--- src/logic/fetch_pkg.sv ---
// Fetch subsystem definitions
// Widths, cache geometry, FIFO sizing and the state encodings

package fetch_pkg;

    localparam int ADDR_WIDTH = 32;
    localparam int INSN_WIDTH = 32;
    localparam int INSN_BYTES = INSN_WIDTH / 8;

    // Direct-mapped cache, four instructions per line
    localparam int LINE_BYTES        = 16;
    localparam int LINE_WIDTH        = LINE_BYTES * 8;
    localparam int IC_LINES          = 16;
    localparam int IC_INDEX_WIDTH    = 4;
    localparam int IC_OFFSET_WIDTH   = 4;
    localparam int IC_TAG_WIDTH      = ADDR_WIDTH - IC_INDEX_WIDTH - IC_OFFSET_WIDTH;
    localparam int IC_WORD_SEL_WIDTH = 2;

    localparam int INSN_FIFO_DEPTH     = 8;
    localparam int INSN_FIFO_PTR_WIDTH = 3;
    localparam int INSN_FIFO_CNT_WIDTH = 4;

    localparam logic [ADDR_WIDTH-1:0] RESET_PC = '0;

    localparam int FETCH_STATE_WIDTH = 2;
    localparam int MISS_STATE_WIDTH  = 2;

    typedef enum logic [FETCH_STATE_WIDTH-1:0] {
        FETCH_NEXT       = 2'b00,
        FETCH_MISS_ENQ   = 2'b01,
        FETCH_MISS_WAIT  = 2'b10,
        FETCH_FIFO_STALL = 2'b11
    } fetch_state_t;

    typedef enum logic [MISS_STATE_WIDTH-1:0] {
        MISS_IDLE = 2'b00,
        MISS_REQ  = 2'b01,
        MISS_FILL = 2'b10
    } miss_state_t;

endpackage

--- src/logic/fetch_icache.sv ---
// Instruction cache
// Direct-mapped, registered lookup with the result one cycle later, whole-line fill

`timescale 1ns/100ps

module fetch_icache import fetch_pkg::*; (
    input  logic                  clk,
    input  logic                  i_rst_n,
    input  logic                  i_lookup_en,
    input  logic [ADDR_WIDTH-1:0] i_lookup_addr,
    output logic                  o_hit,
    output logic [INSN_WIDTH-1:0] o_data,
    input  logic                  i_fill_en,
    input  logic [ADDR_WIDTH-1:0] i_fill_addr,
    input  logic [LINE_WIDTH-1:0] i_fill_data
);

    logic [LINE_WIDTH-1:0]        line_data [IC_LINES];
    logic [IC_TAG_WIDTH-1:0]      line_tag [IC_LINES];
    logic [IC_LINES-1:0]          line_valid;

    logic                         lookup_r;
    logic [IC_INDEX_WIDTH-1:0]    index_r;
    logic [IC_TAG_WIDTH-1:0]      tag_r;
    logic [IC_WORD_SEL_WIDTH-1:0] word_r;

    logic [IC_INDEX_WIDTH-1:0]    lookup_index;
    logic [IC_TAG_WIDTH-1:0]      lookup_tag;
    logic [IC_INDEX_WIDTH-1:0]    fill_index;
    logic [IC_TAG_WIDTH-1:0]      fill_tag;
    logic [LINE_WIDTH-1:0]        sel_line;

    assign lookup_index = i_lookup_addr[IC_OFFSET_WIDTH +: IC_INDEX_WIDTH];
    assign lookup_tag   = i_lookup_addr[ADDR_WIDTH-1 -: IC_TAG_WIDTH];
    assign fill_index   = i_fill_addr[IC_OFFSET_WIDTH +: IC_INDEX_WIDTH];
    assign fill_tag     = i_fill_addr[ADDR_WIDTH-1 -: IC_TAG_WIDTH];

    always_ff @(posedge clk or negedge i_rst_n) begin
        if (!i_rst_n) begin
            line_valid <= '0;
            lookup_r   <= 1'b0;
        end else begin
            lookup_r <= i_lookup_en;
            if (i_fill_en) begin
                line_valid[fill_index] <= 1'b1;
            end
        end
    end

    // Line storage and the captured lookup fields
    always_ff @(posedge clk) begin
        if (i_fill_en) begin
            line_data[fill_index] <= i_fill_data;
            line_tag[fill_index]  <= fill_tag;
        end
        if (i_lookup_en) begin
            index_r <= lookup_index;
            tag_r   <= lookup_tag;
            word_r  <= i_lookup_addr[IC_OFFSET_WIDTH-1 -: IC_WORD_SEL_WIDTH];
        end
    end

    // Arrays are read from the registered index, so a fill lands before the compare
    assign sel_line = line_data[index_r];
    assign o_hit    = lookup_r & line_valid[index_r] & (line_tag[index_r] == tag_r);

    // Word 0 of a line sits in the low bits
    assign o_data = sel_line[word_r * INSN_WIDTH +: INSN_WIDTH];

endmodule

--- src/logic/fetch_miss_handler.sv ---
// Instruction miss handler
// Single outstanding line request to memory, returned to the cache as a fill pulse

`timescale 1ns/100ps

module fetch_miss_handler import fetch_pkg::*; (
    input  logic                  clk,
    input  logic                  i_rst_n,
    input  logic                  i_alloc_en,
    input  logic [ADDR_WIDTH-1:0] i_alloc_addr,
    output logic                  o_ifq_full,
    output logic                  o_mem_req,
    output logic [ADDR_WIDTH-1:0] o_mem_addr,
    input  logic                  i_mem_valid,
    input  logic [LINE_WIDTH-1:0] i_mem_data,
    output logic                  o_fill_en,
    output logic [ADDR_WIDTH-1:0] o_fill_addr,
    output logic [LINE_WIDTH-1:0] o_fill_data
);

    miss_state_t           state_r;
    miss_state_t           state_next;
    logic [ADDR_WIDTH-1:0] line_addr_r;
    logic [LINE_WIDTH-1:0] line_data_r;
    logic                  take_alloc;
    logic                  take_resp;

    assign take_alloc = (state_r == MISS_IDLE) & i_alloc_en;
    assign take_resp  = (state_r == MISS_REQ) & i_mem_valid;

    always_comb begin
        state_next = state_r;
        case (state_r)
            MISS_IDLE: begin
                if (i_alloc_en) begin
                    state_next = MISS_REQ;
                end
            end
            MISS_REQ: begin
                if (i_mem_valid) begin
                    state_next = MISS_FILL;
                end
            end
            // Fill lasts exactly one cycle
            MISS_FILL: state_next = MISS_IDLE;
            default:   state_next = MISS_IDLE;
        endcase
    end

    always_ff @(posedge clk or negedge i_rst_n) begin
        if (!i_rst_n) begin
            state_r <= MISS_IDLE;
        end else begin
            state_r <= state_next;
        end
    end

    always_ff @(posedge clk) begin
        if (take_alloc) begin
            line_addr_r <= {i_alloc_addr[ADDR_WIDTH-1:IC_OFFSET_WIDTH], {IC_OFFSET_WIDTH{1'b0}}};
        end
        if (take_resp) begin
            line_data_r <= i_mem_data;
        end
    end

    // Busy from the cycle after the alloc up to and including the fill
    assign o_ifq_full = (state_r != MISS_IDLE);

    assign o_mem_req   = (state_r == MISS_REQ);
    assign o_mem_addr  = line_addr_r;
    assign o_fill_en   = (state_r == MISS_FILL);
    assign o_fill_addr = line_addr_r;
    assign o_fill_data = line_data_r;

endmodule

--- src/logic/fetch_pipeline.sv ---
// Fetch pipeline
// PC generation, IT and IR stages, and the FSM for misses and a full instruction FIFO

`timescale 1ns/100ps

module fetch_pipeline import fetch_pkg::*; (
    input  logic                  clk,
    input  logic                  i_rst_n,
    input  logic                  i_redirect,
    input  logic [ADDR_WIDTH-1:0] i_redirect_addr,
    input  logic                  i_ifq_full,
    input  logic                  i_fill_en,
    output logic                  o_alloc_en,
    output logic [ADDR_WIDTH-1:0] o_alloc_addr,
    output logic                  o_ic_en,
    output logic [ADDR_WIDTH-1:0] o_ic_addr,
    input  logic                  i_ic_hit,
    input  logic [INSN_WIDTH-1:0] i_ic_data,
    input  logic                  i_fifo_full,
    output logic                  o_fifo_we,
    output logic [ADDR_WIDTH-1:0] o_fifo_pc,
    output logic [INSN_WIDTH-1:0] o_fifo_insn
);

    fetch_state_t          state_r;
    fetch_state_t          state_next;

    logic [ADDR_WIDTH-1:0] pc_r;
    logic [ADDR_WIDTH-1:0] pc_next;
    logic [ADDR_WIDTH-1:0] it_addr_r;
    logic [ADDR_WIDTH-1:0] ir_addr_r;
    logic [ADDR_WIDTH-1:0] replay_pc_r;

    logic                  running;
    logic                  it_valid;
    logic                  it_valid_r;
    logic                  ir_valid;
    logic                  ir_valid_r;
    logic                  fetch_valid;
    logic                  hit;
    logic                  miss;
    logic                  drop;
    logic                  alloc;

    assign running = (state_r == FETCH_NEXT);

    // A PC only advances through the stages while the FSM keeps fetching
    assign it_valid    = running & ~i_redirect;
    assign ir_valid    = it_valid_r & running & ~i_redirect;
    assign fetch_valid = ir_valid_r & running & ~i_redirect;

    assign hit   = fetch_valid & i_ic_hit;
    assign miss  = fetch_valid & ~i_ic_hit;
    assign drop  = hit & i_fifo_full;
    assign alloc = (state_r == FETCH_MISS_ENQ) & ~i_ifq_full & ~i_redirect;

    always_ff @(posedge clk or negedge i_rst_n) begin
        if (!i_rst_n) begin
            it_valid_r <= 1'b0;
            ir_valid_r <= 1'b0;
        end else begin
            it_valid_r <= it_valid;
            ir_valid_r <= ir_valid;
        end
    end

    // Stage addresses, plus the PC to restart from after a miss or a dropped write
    always_ff @(posedge clk) begin
        it_addr_r <= pc_r;
        ir_addr_r <= it_addr_r;
        if (miss | drop) begin
            replay_pc_r <= ir_addr_r;
        end
    end

    always_comb begin
        state_next = state_r;
        case (state_r)
            FETCH_NEXT: begin
                if (miss) begin
                    state_next = FETCH_MISS_ENQ;
                end else if (drop) begin
                    state_next = FETCH_FIFO_STALL;
                end
            end
            // Wait here while an older line request is still in flight
            FETCH_MISS_ENQ: begin
                if (alloc) begin
                    state_next = FETCH_MISS_WAIT;
                end
            end
            FETCH_MISS_WAIT: begin
                if (i_fill_en) begin
                    state_next = FETCH_NEXT;
                end
            end
            FETCH_FIFO_STALL: begin
                if (!i_fifo_full) begin
                    state_next = FETCH_NEXT;
                end
            end
            default: state_next = FETCH_NEXT;
        endcase

        // Redirect wins over any pending miss or stall
        if (i_redirect) begin
            state_next = FETCH_NEXT;
        end
    end

    always_comb begin
        if (i_redirect) begin
            pc_next = i_redirect_addr;
        end else if (running) begin
            pc_next = pc_r + ADDR_WIDTH'(INSN_BYTES);
        end else begin
            pc_next = replay_pc_r;
        end
    end

    always_ff @(posedge clk or negedge i_rst_n) begin
        if (!i_rst_n) begin
            state_r <= FETCH_NEXT;
            pc_r    <= RESET_PC;
        end else begin
            state_r <= state_next;
            pc_r    <= pc_next;
        end
    end

    // Tag lookup from IT, result consumed in IR
    assign o_ic_en   = it_valid_r;
    assign o_ic_addr = it_addr_r;

    assign o_fifo_we   = hit & ~i_fifo_full;
    assign o_fifo_pc   = ir_addr_r;
    assign o_fifo_insn = i_ic_data;

    assign o_alloc_en   = alloc;
    assign o_alloc_addr = replay_pc_r;

endmodule

--- src/logic/fetch_top.sv ---
// Instruction fetch subsystem top level
// Miss handler, fetch pipeline with its cache, and the decode-facing FIFO

`timescale 1ns/100ps

module fetch_top import fetch_pkg::*; (
    input  logic                  clk,
    input  logic                  i_rst_n,
    input  logic                  i_redirect,
    input  logic [ADDR_WIDTH-1:0] i_redirect_addr,
    input  logic                  i_decode_stall,
    output logic                  o_mem_req,
    output logic [ADDR_WIDTH-1:0] o_mem_addr,
    input  logic                  i_mem_valid,
    input  logic [LINE_WIDTH-1:0] i_mem_data,
    output logic                  o_fetch_valid,
    output logic [ADDR_WIDTH-1:0] o_fetch_pc,
    output logic [INSN_WIDTH-1:0] o_fetch_insn
);

    logic                  alloc_en;
    logic [ADDR_WIDTH-1:0] alloc_addr;
    logic                  ifq_full;
    logic                  fill_en;
    logic [ADDR_WIDTH-1:0] fill_addr;
    logic [LINE_WIDTH-1:0] fill_data;
    logic                  ic_en;
    logic [ADDR_WIDTH-1:0] ic_addr;
    logic                  ic_hit;
    logic [INSN_WIDTH-1:0] ic_data;
    logic                  fifo_we;
    logic [ADDR_WIDTH-1:0] fifo_pc;
    logic [INSN_WIDTH-1:0] fifo_insn;
    logic                  fifo_full;

    fetch_miss_handler u_miss_handler (
        .clk          (clk),
        .i_rst_n      (i_rst_n),
        .i_alloc_en   (alloc_en),
        .i_alloc_addr (alloc_addr),
        .o_ifq_full   (ifq_full),
        .o_mem_req    (o_mem_req),
        .o_mem_addr   (o_mem_addr),
        .i_mem_valid  (i_mem_valid),
        .i_mem_data   (i_mem_data),
        .o_fill_en    (fill_en),
        .o_fill_addr  (fill_addr),
        .o_fill_data  (fill_data)
    );

    fetch_pipeline u_pipeline (
        .clk             (clk),
        .i_rst_n         (i_rst_n),
        .i_redirect      (i_redirect),
        .i_redirect_addr (i_redirect_addr),
        .i_ifq_full      (ifq_full),
        .i_fill_en       (fill_en),
        .o_alloc_en      (alloc_en),
        .o_alloc_addr    (alloc_addr),
        .o_ic_en         (ic_en),
        .o_ic_addr       (ic_addr),
        .i_ic_hit        (ic_hit),
        .i_ic_data       (ic_data),
        .i_fifo_full     (fifo_full),
        .o_fifo_we       (fifo_we),
        .o_fifo_pc       (fifo_pc),
        .o_fifo_insn     (fifo_insn)
    );

    fetch_icache u_icache (
        .clk           (clk),
        .i_rst_n       (i_rst_n),
        .i_lookup_en   (ic_en),
        .i_lookup_addr (ic_addr),
        .o_hit         (ic_hit),
        .o_data        (ic_data),
        .i_fill_en     (fill_en),
        .i_fill_addr   (fill_addr),
        .i_fill_data   (fill_data)
    );

    // Redirect also empties the FIFO and its output stage
    insn_fifo u_insn_fifo (
        .clk            (clk),
        .i_rst_n        (i_rst_n),
        .i_flush        (i_redirect),
        .i_we           (fifo_we),
        .i_pc           (fifo_pc),
        .i_insn         (fifo_insn),
        .o_full         (fifo_full),
        .i_decode_stall (i_decode_stall),
        .o_fetch_valid  (o_fetch_valid),
        .o_fetch_pc     (o_fetch_pc),
        .o_fetch_insn   (o_fetch_insn)
    );

endmodule

--- src/logic/insn_fifo.sv ---
// Instruction FIFO
// Circular buffer of PC and instruction pairs with a registered decode output stage

`timescale 1ns/100ps

module insn_fifo import fetch_pkg::*; (
    input  logic                  clk,
    input  logic                  i_rst_n,
    input  logic                  i_flush,
    input  logic                  i_we,
    input  logic [ADDR_WIDTH-1:0] i_pc,
    input  logic [INSN_WIDTH-1:0] i_insn,
    output logic                  o_full,
    input  logic                  i_decode_stall,
    output logic                  o_fetch_valid,
    output logic [ADDR_WIDTH-1:0] o_fetch_pc,
    output logic [INSN_WIDTH-1:0] o_fetch_insn
);

    logic [ADDR_WIDTH-1:0]          pc_mem [INSN_FIFO_DEPTH];
    logic [INSN_WIDTH-1:0]          insn_mem [INSN_FIFO_DEPTH];
    logic [INSN_FIFO_PTR_WIDTH-1:0] wr_ptr_r;
    logic [INSN_FIFO_PTR_WIDTH-1:0] rd_ptr_r;
    logic [INSN_FIFO_CNT_WIDTH-1:0] count_r;
    logic                           empty;
    logic                           push;
    logic                           pop;

    assign o_full = (count_r == INSN_FIFO_CNT_WIDTH'(INSN_FIFO_DEPTH));
    assign empty  = (count_r == '0);
    assign push   = i_we & ~o_full & ~i_flush;

    // Head moves to the output stage whenever decode is accepting
    assign pop = ~empty & ~i_decode_stall & ~i_flush;

    always_ff @(posedge clk or negedge i_rst_n) begin
        if (!i_rst_n) begin
            wr_ptr_r      <= '0;
            rd_ptr_r      <= '0;
            count_r       <= '0;
            o_fetch_valid <= 1'b0;
        end else if (i_flush) begin
            wr_ptr_r      <= '0;
            rd_ptr_r      <= '0;
            count_r       <= '0;
            o_fetch_valid <= 1'b0;
        end else begin
            if (push) begin
                wr_ptr_r <= wr_ptr_r + 1'b1;
            end
            if (pop) begin
                rd_ptr_r <= rd_ptr_r + 1'b1;
            end
            case ({push, pop})
                2'b10:   count_r <= count_r + 1'b1;
                2'b01:   count_r <= count_r - 1'b1;
                default: count_r <= count_r;
            endcase
            if (!i_decode_stall) begin
                o_fetch_valid <= pop;
            end
        end
    end

    always_ff @(posedge clk) begin
        if (push) begin
            pc_mem[wr_ptr_r]   <= i_pc;
            insn_mem[wr_ptr_r] <= i_insn;
        end
        if (pop) begin
            o_fetch_pc   <= pc_mem[rd_ptr_r];
            o_fetch_insn <= insn_mem[rd_ptr_r];
        end
    end

endmodule

--- config.mk ---
export PLATFORM = sky130hd
export DESIGN_NAME = fetch_top
export DESIGN_NICKNAME = d
export VERILOG_FILES = /design/src/logic/fetch_pkg.sv /design/src/logic/fetch_icache.sv /design/src/logic/fetch_miss_handler.sv /design/src/logic/fetch_pipeline.sv /design/src/logic/fetch_top.sv /design/src/logic/insn_fifo.sv
export SDC_FILE = /design/constraint.sdc
export NUM_CORES = 2
export LEC_CHECK = 0
export BUFFER_PORTS_ARGS = -buffer_cell sky130_fd_sc_hd__clkbuf_2
export CAP_MARGIN = 20
export CORE_ASPECT_RATIO = 0.5
export CORE_MARGIN = 2
export CORE_UTILIZATION = 50
export DETAILED_ROUTE_END_ITERATION = 10
export GPL_TIMING_DRIVEN = 0
export PLACE_DENSITY_LB_ADDON = 0.25
export SLEW_MARGIN = 30
export SYNTH_ARGS = -nofsm -noshare
export SYNTH_HDL_FRONTEND = slang
export SYNTH_SLANG_ARGS = --single-unit
--- constraint.sdc ---
create_clock -name clk -period 11.9 [get_ports clk]
set_input_delay 1.785 -clock clk [delete_from_list [all_inputs] [get_ports clk]]
set_output_delay 1.785 -clock clk [all_outputs]
set_load 0.02 [all_outputs]
==> metrics.md <==
| Metric | Value |
|---|---|
| Relative slew slack | 0.287 |
| Vias in the first global route | 60039 |
| Proportion of synthesized chip area in sequential cells | 0.798 |
| Endpoint of the most critical setup path | u_insn_fifo.insn_mem[3][20] |
| Minimum setup slack among reg-to-reg paths | 5.28 ns |
| Startpoint types | register |
| Detailed placement HPWL | 223 mm |
| First drt pass iteration count | 6 |
| Number of unique standard cell types used by synthesis | 63 |
| Worst endpoint data arrival time | 7.16 ns |
| Clock tree root driver cell | clkbuf_16 |
| Cell Area, Synth | 125000 sq um |
| Overall overflow remaining after global route | 0 |
| Finished layout cell area | 146000 sq um |
| WL per Instance | 34.2 um |
| Data required time at the worst endpoint | 12.44 ns |
| Die outline width | 711 um |
| Critical register-to-register path endpoint | u_insn_fifo.insn_mem[3][20] |
| CTS max path bufs | 4 |
| Final setup fails | 0 |
| Warnings, synthesis | 0 |
| Worst min-delay path category | reg2reg |
| Starting utilization of the core area | 0.504 |
| Hold-fix buffers at CTS | 0 |
| Initial antenna violation count | 22 |
| Global placement routability congestion | 0.818 |
| Max-slew violations | 0 |
| Number of cell instances on the worst register-to-register path | 16 |
| Type of the setup path with the least slack | reg2reg |
| Share of post-route cells with drive strength above 1 | 0.350 |
| Number of CTS-inserted buffers | 298 |
| Final worst clock skew | 0.0864 ns |
| Post-layout minimum cycle time | 6.62 ns |
| Transition time of the tightest slew-check pin | 1.07 ns |
| Number of levels in the clock H-tree | 5 |
| Reg clk slew, reported paths | 0.07 ns |
| Nets | 6188 |
| Final worst path period share | 0.556 |
| Crit path capture type | register |
| Number of enable flip-flop cells after synthesis | 3226 |
| Post-detailed-routing wire length | 328 mm |
| Most common library cell in the layout ignoring fill and taps | edfxtp_1 |
| Area of the core | 248000 sq um |
| Post-detailed-route DRC marker count | 0 |
| Number of setup buffers added after CTS | 0 |
| Area growth syn-to-layout | 17.0% |
| Skew-Pair Late Insertion Delay | 0.88 ns |
| Number of hold violations in the final report | 0 |
| Aggregate negative setup slack | 0 ns |
| Number of sinks handled by clock tree synthesis | 3360 |
| Unrepaired setup endpoints after global routing | no |
| PwrDens | 175 nW/um^2 |
| Commonest non-fill, non-tap cells in the layout | 3226 x edfxtp_1, 879 x mux4_2, 309 x clkbuf_2, 309 x clkbuf_16, 163 x buf_16 |
| Ports placed on the boundary | 263 |
| Max-cap violations | 0 |
| Die Footprint | 255000 sq um |
| Placed inst area | 137000 sq um |
| DIE HEIGHT | 358 um |
| Placement row count | 129 |
| Share of synthesized flip-flops with an asynchronous set or reset | 0.0196 |
| Pin count of the biggest net entering global routing | 47 |
| Count of filler cells inserted in the layout | 16958 |
| Max Fanout on Critical Path | 10 |
| Outcome | complete, no violations |
| FMAX | 151 MHz |
| Post-cts gate resize count | 0 |
| Detail Route Antenna Nets | 0 |
| Number of synthesized register bits | 3360 |
| Syn avg cell area | 24.5 sq um |
| First-iteration detailed-routing DRC count | 9524 |
| Leakage | 46.9 nW |
| IR drop worst, VDD | 134 uV |
| Count of input and output buffers | 257 |
| Total Routing Usage GR | 0.256 |
| Cells after synthesis | 5099 |
| Vias per cell | 6.28 |
| Top FF cell, synth | edfxtp_1 |
| Total via count in the routed design | 60238 |
| Wire length of the first global-routing pass | 457 mm |
| TritonCTS clock tree | done |
## through the flow
step	hold WS [ns]	setup WS (ns)	std cells	power, W	util
3_3_place_gp	0.324	-7.28	8699	0.0166	0.527
5_1_grt	0.349	5.08	9578	0.0263	0.590
4_1_cts	0.345	5.26	9578	0.0257	0.590
3_5_place_dp	0.312	5.30	9057	0.0167	0.554
2_1_floorplan	0.310	1.87	5102	0.0154	-
6_report	0.348	5.28	9586	0.0256	0.590
## cells by family after synthesis
group / after synthesis / synth area share
AO/OA/AOI/OAI: 130 / 0.00644
XOR/XNOR: 65 / 0.00461
adder cells (fa/ha/maj): 6 / 0.000660
buffers and inverters: 252 / 0.00878
flip-flops: 3360 / 0.798
multiplexers: 1022 / 0.171
other: 1 / 0.0000300
AND/OR/NAND/NOR: 263 / 0.0102
## registers in the layout, indices dropped and copies added, names as in the netlist, 4 cells and up, named ones only
| register | flops |
|---|---|
| u_icache.tag_r | 24 |
| u_miss_handler.o_fill_data | 128 |
| u_icache.index_r | 4 |
| u_insn_fifo.pc_mem | 256 |
| u_pipeline.o_alloc_addr | 32 |
| u_insn_fifo.o_fetch_pc | 32 |
| u_icache.line_tag | 384 |
| u_insn_fifo.o_fetch_insn | 32 |
| u_pipeline.pc_r | 32 |
| u_icache.line_data | 2048 |
| u_miss_handler.o_fill_addr | 28 |
| u_pipeline.o_fifo_pc | 32 |
| u_icache.line_valid | 16 |
| u_insn_fifo.count_r | 4 |
| u_pipeline.o_ic_addr | 32 |
| u_insn_fifo.insn_mem | 256 |
## worst max-delay path, cell delays in order, from the launching register on
cell and delay, ns:
dfxtp_1 0.30, buf_2 0.30, buf_2 0.32, clkbuf_1 0.75
clkbuf_1 0.75, mux4_2 0.43, a221oi_1 0.51, xnor2_1 0.23
nor3_1 0.25, o211a_1 0.28, nand3_1 0.35, nor4b_2 0.63
buf_2 0.32, buf_4 0.20, buf_2 0.20, buf_2 0.22
buf_2 0.21
## routing by layer
layer / track usage / up-vias / share of wire / wire length, um
met3: 0.0521 / 490 / 0.10 / 33000
met4: 0.0625 / 10 / 0.025 / 8120
met5: 0 / - / 0.00017 / 57
met1: 0.368 / 32500 / 0.40 / 130000
li1: - / 23647 / - / -
met2: 0.412 / 3591 / 0.48 / 157000
## worst min path at each step
stage,to,cells past startpoint,startpoint
after detailed placement,u_pipeline.o_fifo_pc[1],0,u_pipeline.o_ic_addr[1]
after floorplan,u_pipeline.o_fifo_pc[0],0,u_pipeline.o_ic_addr[0]
after global placement,u_pipeline.o_fifo_pc[0],0,u_pipeline.o_ic_addr[0]
after global routing,u_pipeline.o_fifo_pc[1],0,u_pipeline.o_ic_addr[1]
after CTS,u_pipeline.o_fifo_pc[1],0,u_pipeline.o_ic_addr[1]
final,u_pipeline.o_fifo_pc[23],0,u_pipeline.o_ic_addr[23]
## area by class of cell
class | count | area (sq um) | share of cell area
Sequential cell | 3360 | 99900 | 0.682
Inverter | 10 | 37.5 | 0.000256
Buffer | 242 | 1170 | 0.00797
Clock buffer | 376 | 8030 | 0.0549
Clock inverter | 145 | 1010 | 0.00687
Multi-Input combinational cell | 1490 | 24400 | 0.166
Antenna cell | 8 | 20.0 | 0.000137
Tap cell | 3340 | 4180 | 0.0285
Timing Repair Buffer | 615 | 7720 | 0.0527
## Yosys cell counts, types with 4 or more instances
cell type | count | area share
and2_1 | 6 | 0.00030
buf_4 | 11 | 0.00066
mux2i_1 | 62 | 0.0050
dfxtp_1 | 68 | 0.011
ha_1 | 5 | 0.00050
buf_1 | 49 | 0.0015
mux2_2 | 77 | 0.0069
buf_2 | 51 | 0.0020
dfrtp_1 | 66 | 0.013
nor2b_1 | 16 | 0.00080
or3_1 | 6 | 0.00030
clkbuf_1 | 127 | 0.0038
nand4_1 | 8 | 0.00040
a22oi_1 | 9 | 0.00054
nor2_1 | 57 | 0.0017
xor2_1 | 35 | 0.0024
and3_1 | 4 | 0.00020
a21o_1 | 5 | 0.00030
nor4_1 | 4 | 0.00020
mux4_2 | 879 | 0.16
inv_1 | 9 | 0.00027
edfxtp_1 | 3226 | 0.77
a21oi_1 | 32 | 0.0013
mux4_1 | 4 | 0.00084
nand3_1 | 21 | 0.00084
or2_2 | 18 | 0.00090
nand2_1 | 85 | 0.0026
a31oi_1 | 7 | 0.00035
nand2b_1 | 6 | 0.00030
xnor2_1 | 29 | 0.0020
nor3_1 | 17 | 0.00068
a211oi_1 | 8 | 0.00048
o21ai_0 | 47 | 0.0019
## report_power, final
group,internal (W),switching [W],leakage [nW]
clock network,0.00501,0.00421,4.43
logic,0.00132,0.00178,12.0
registers,0.0131,0.000174,30.5
total,0.0195,0.00617,46.9
Note: power is estimated with default switching activity, not from simulation.
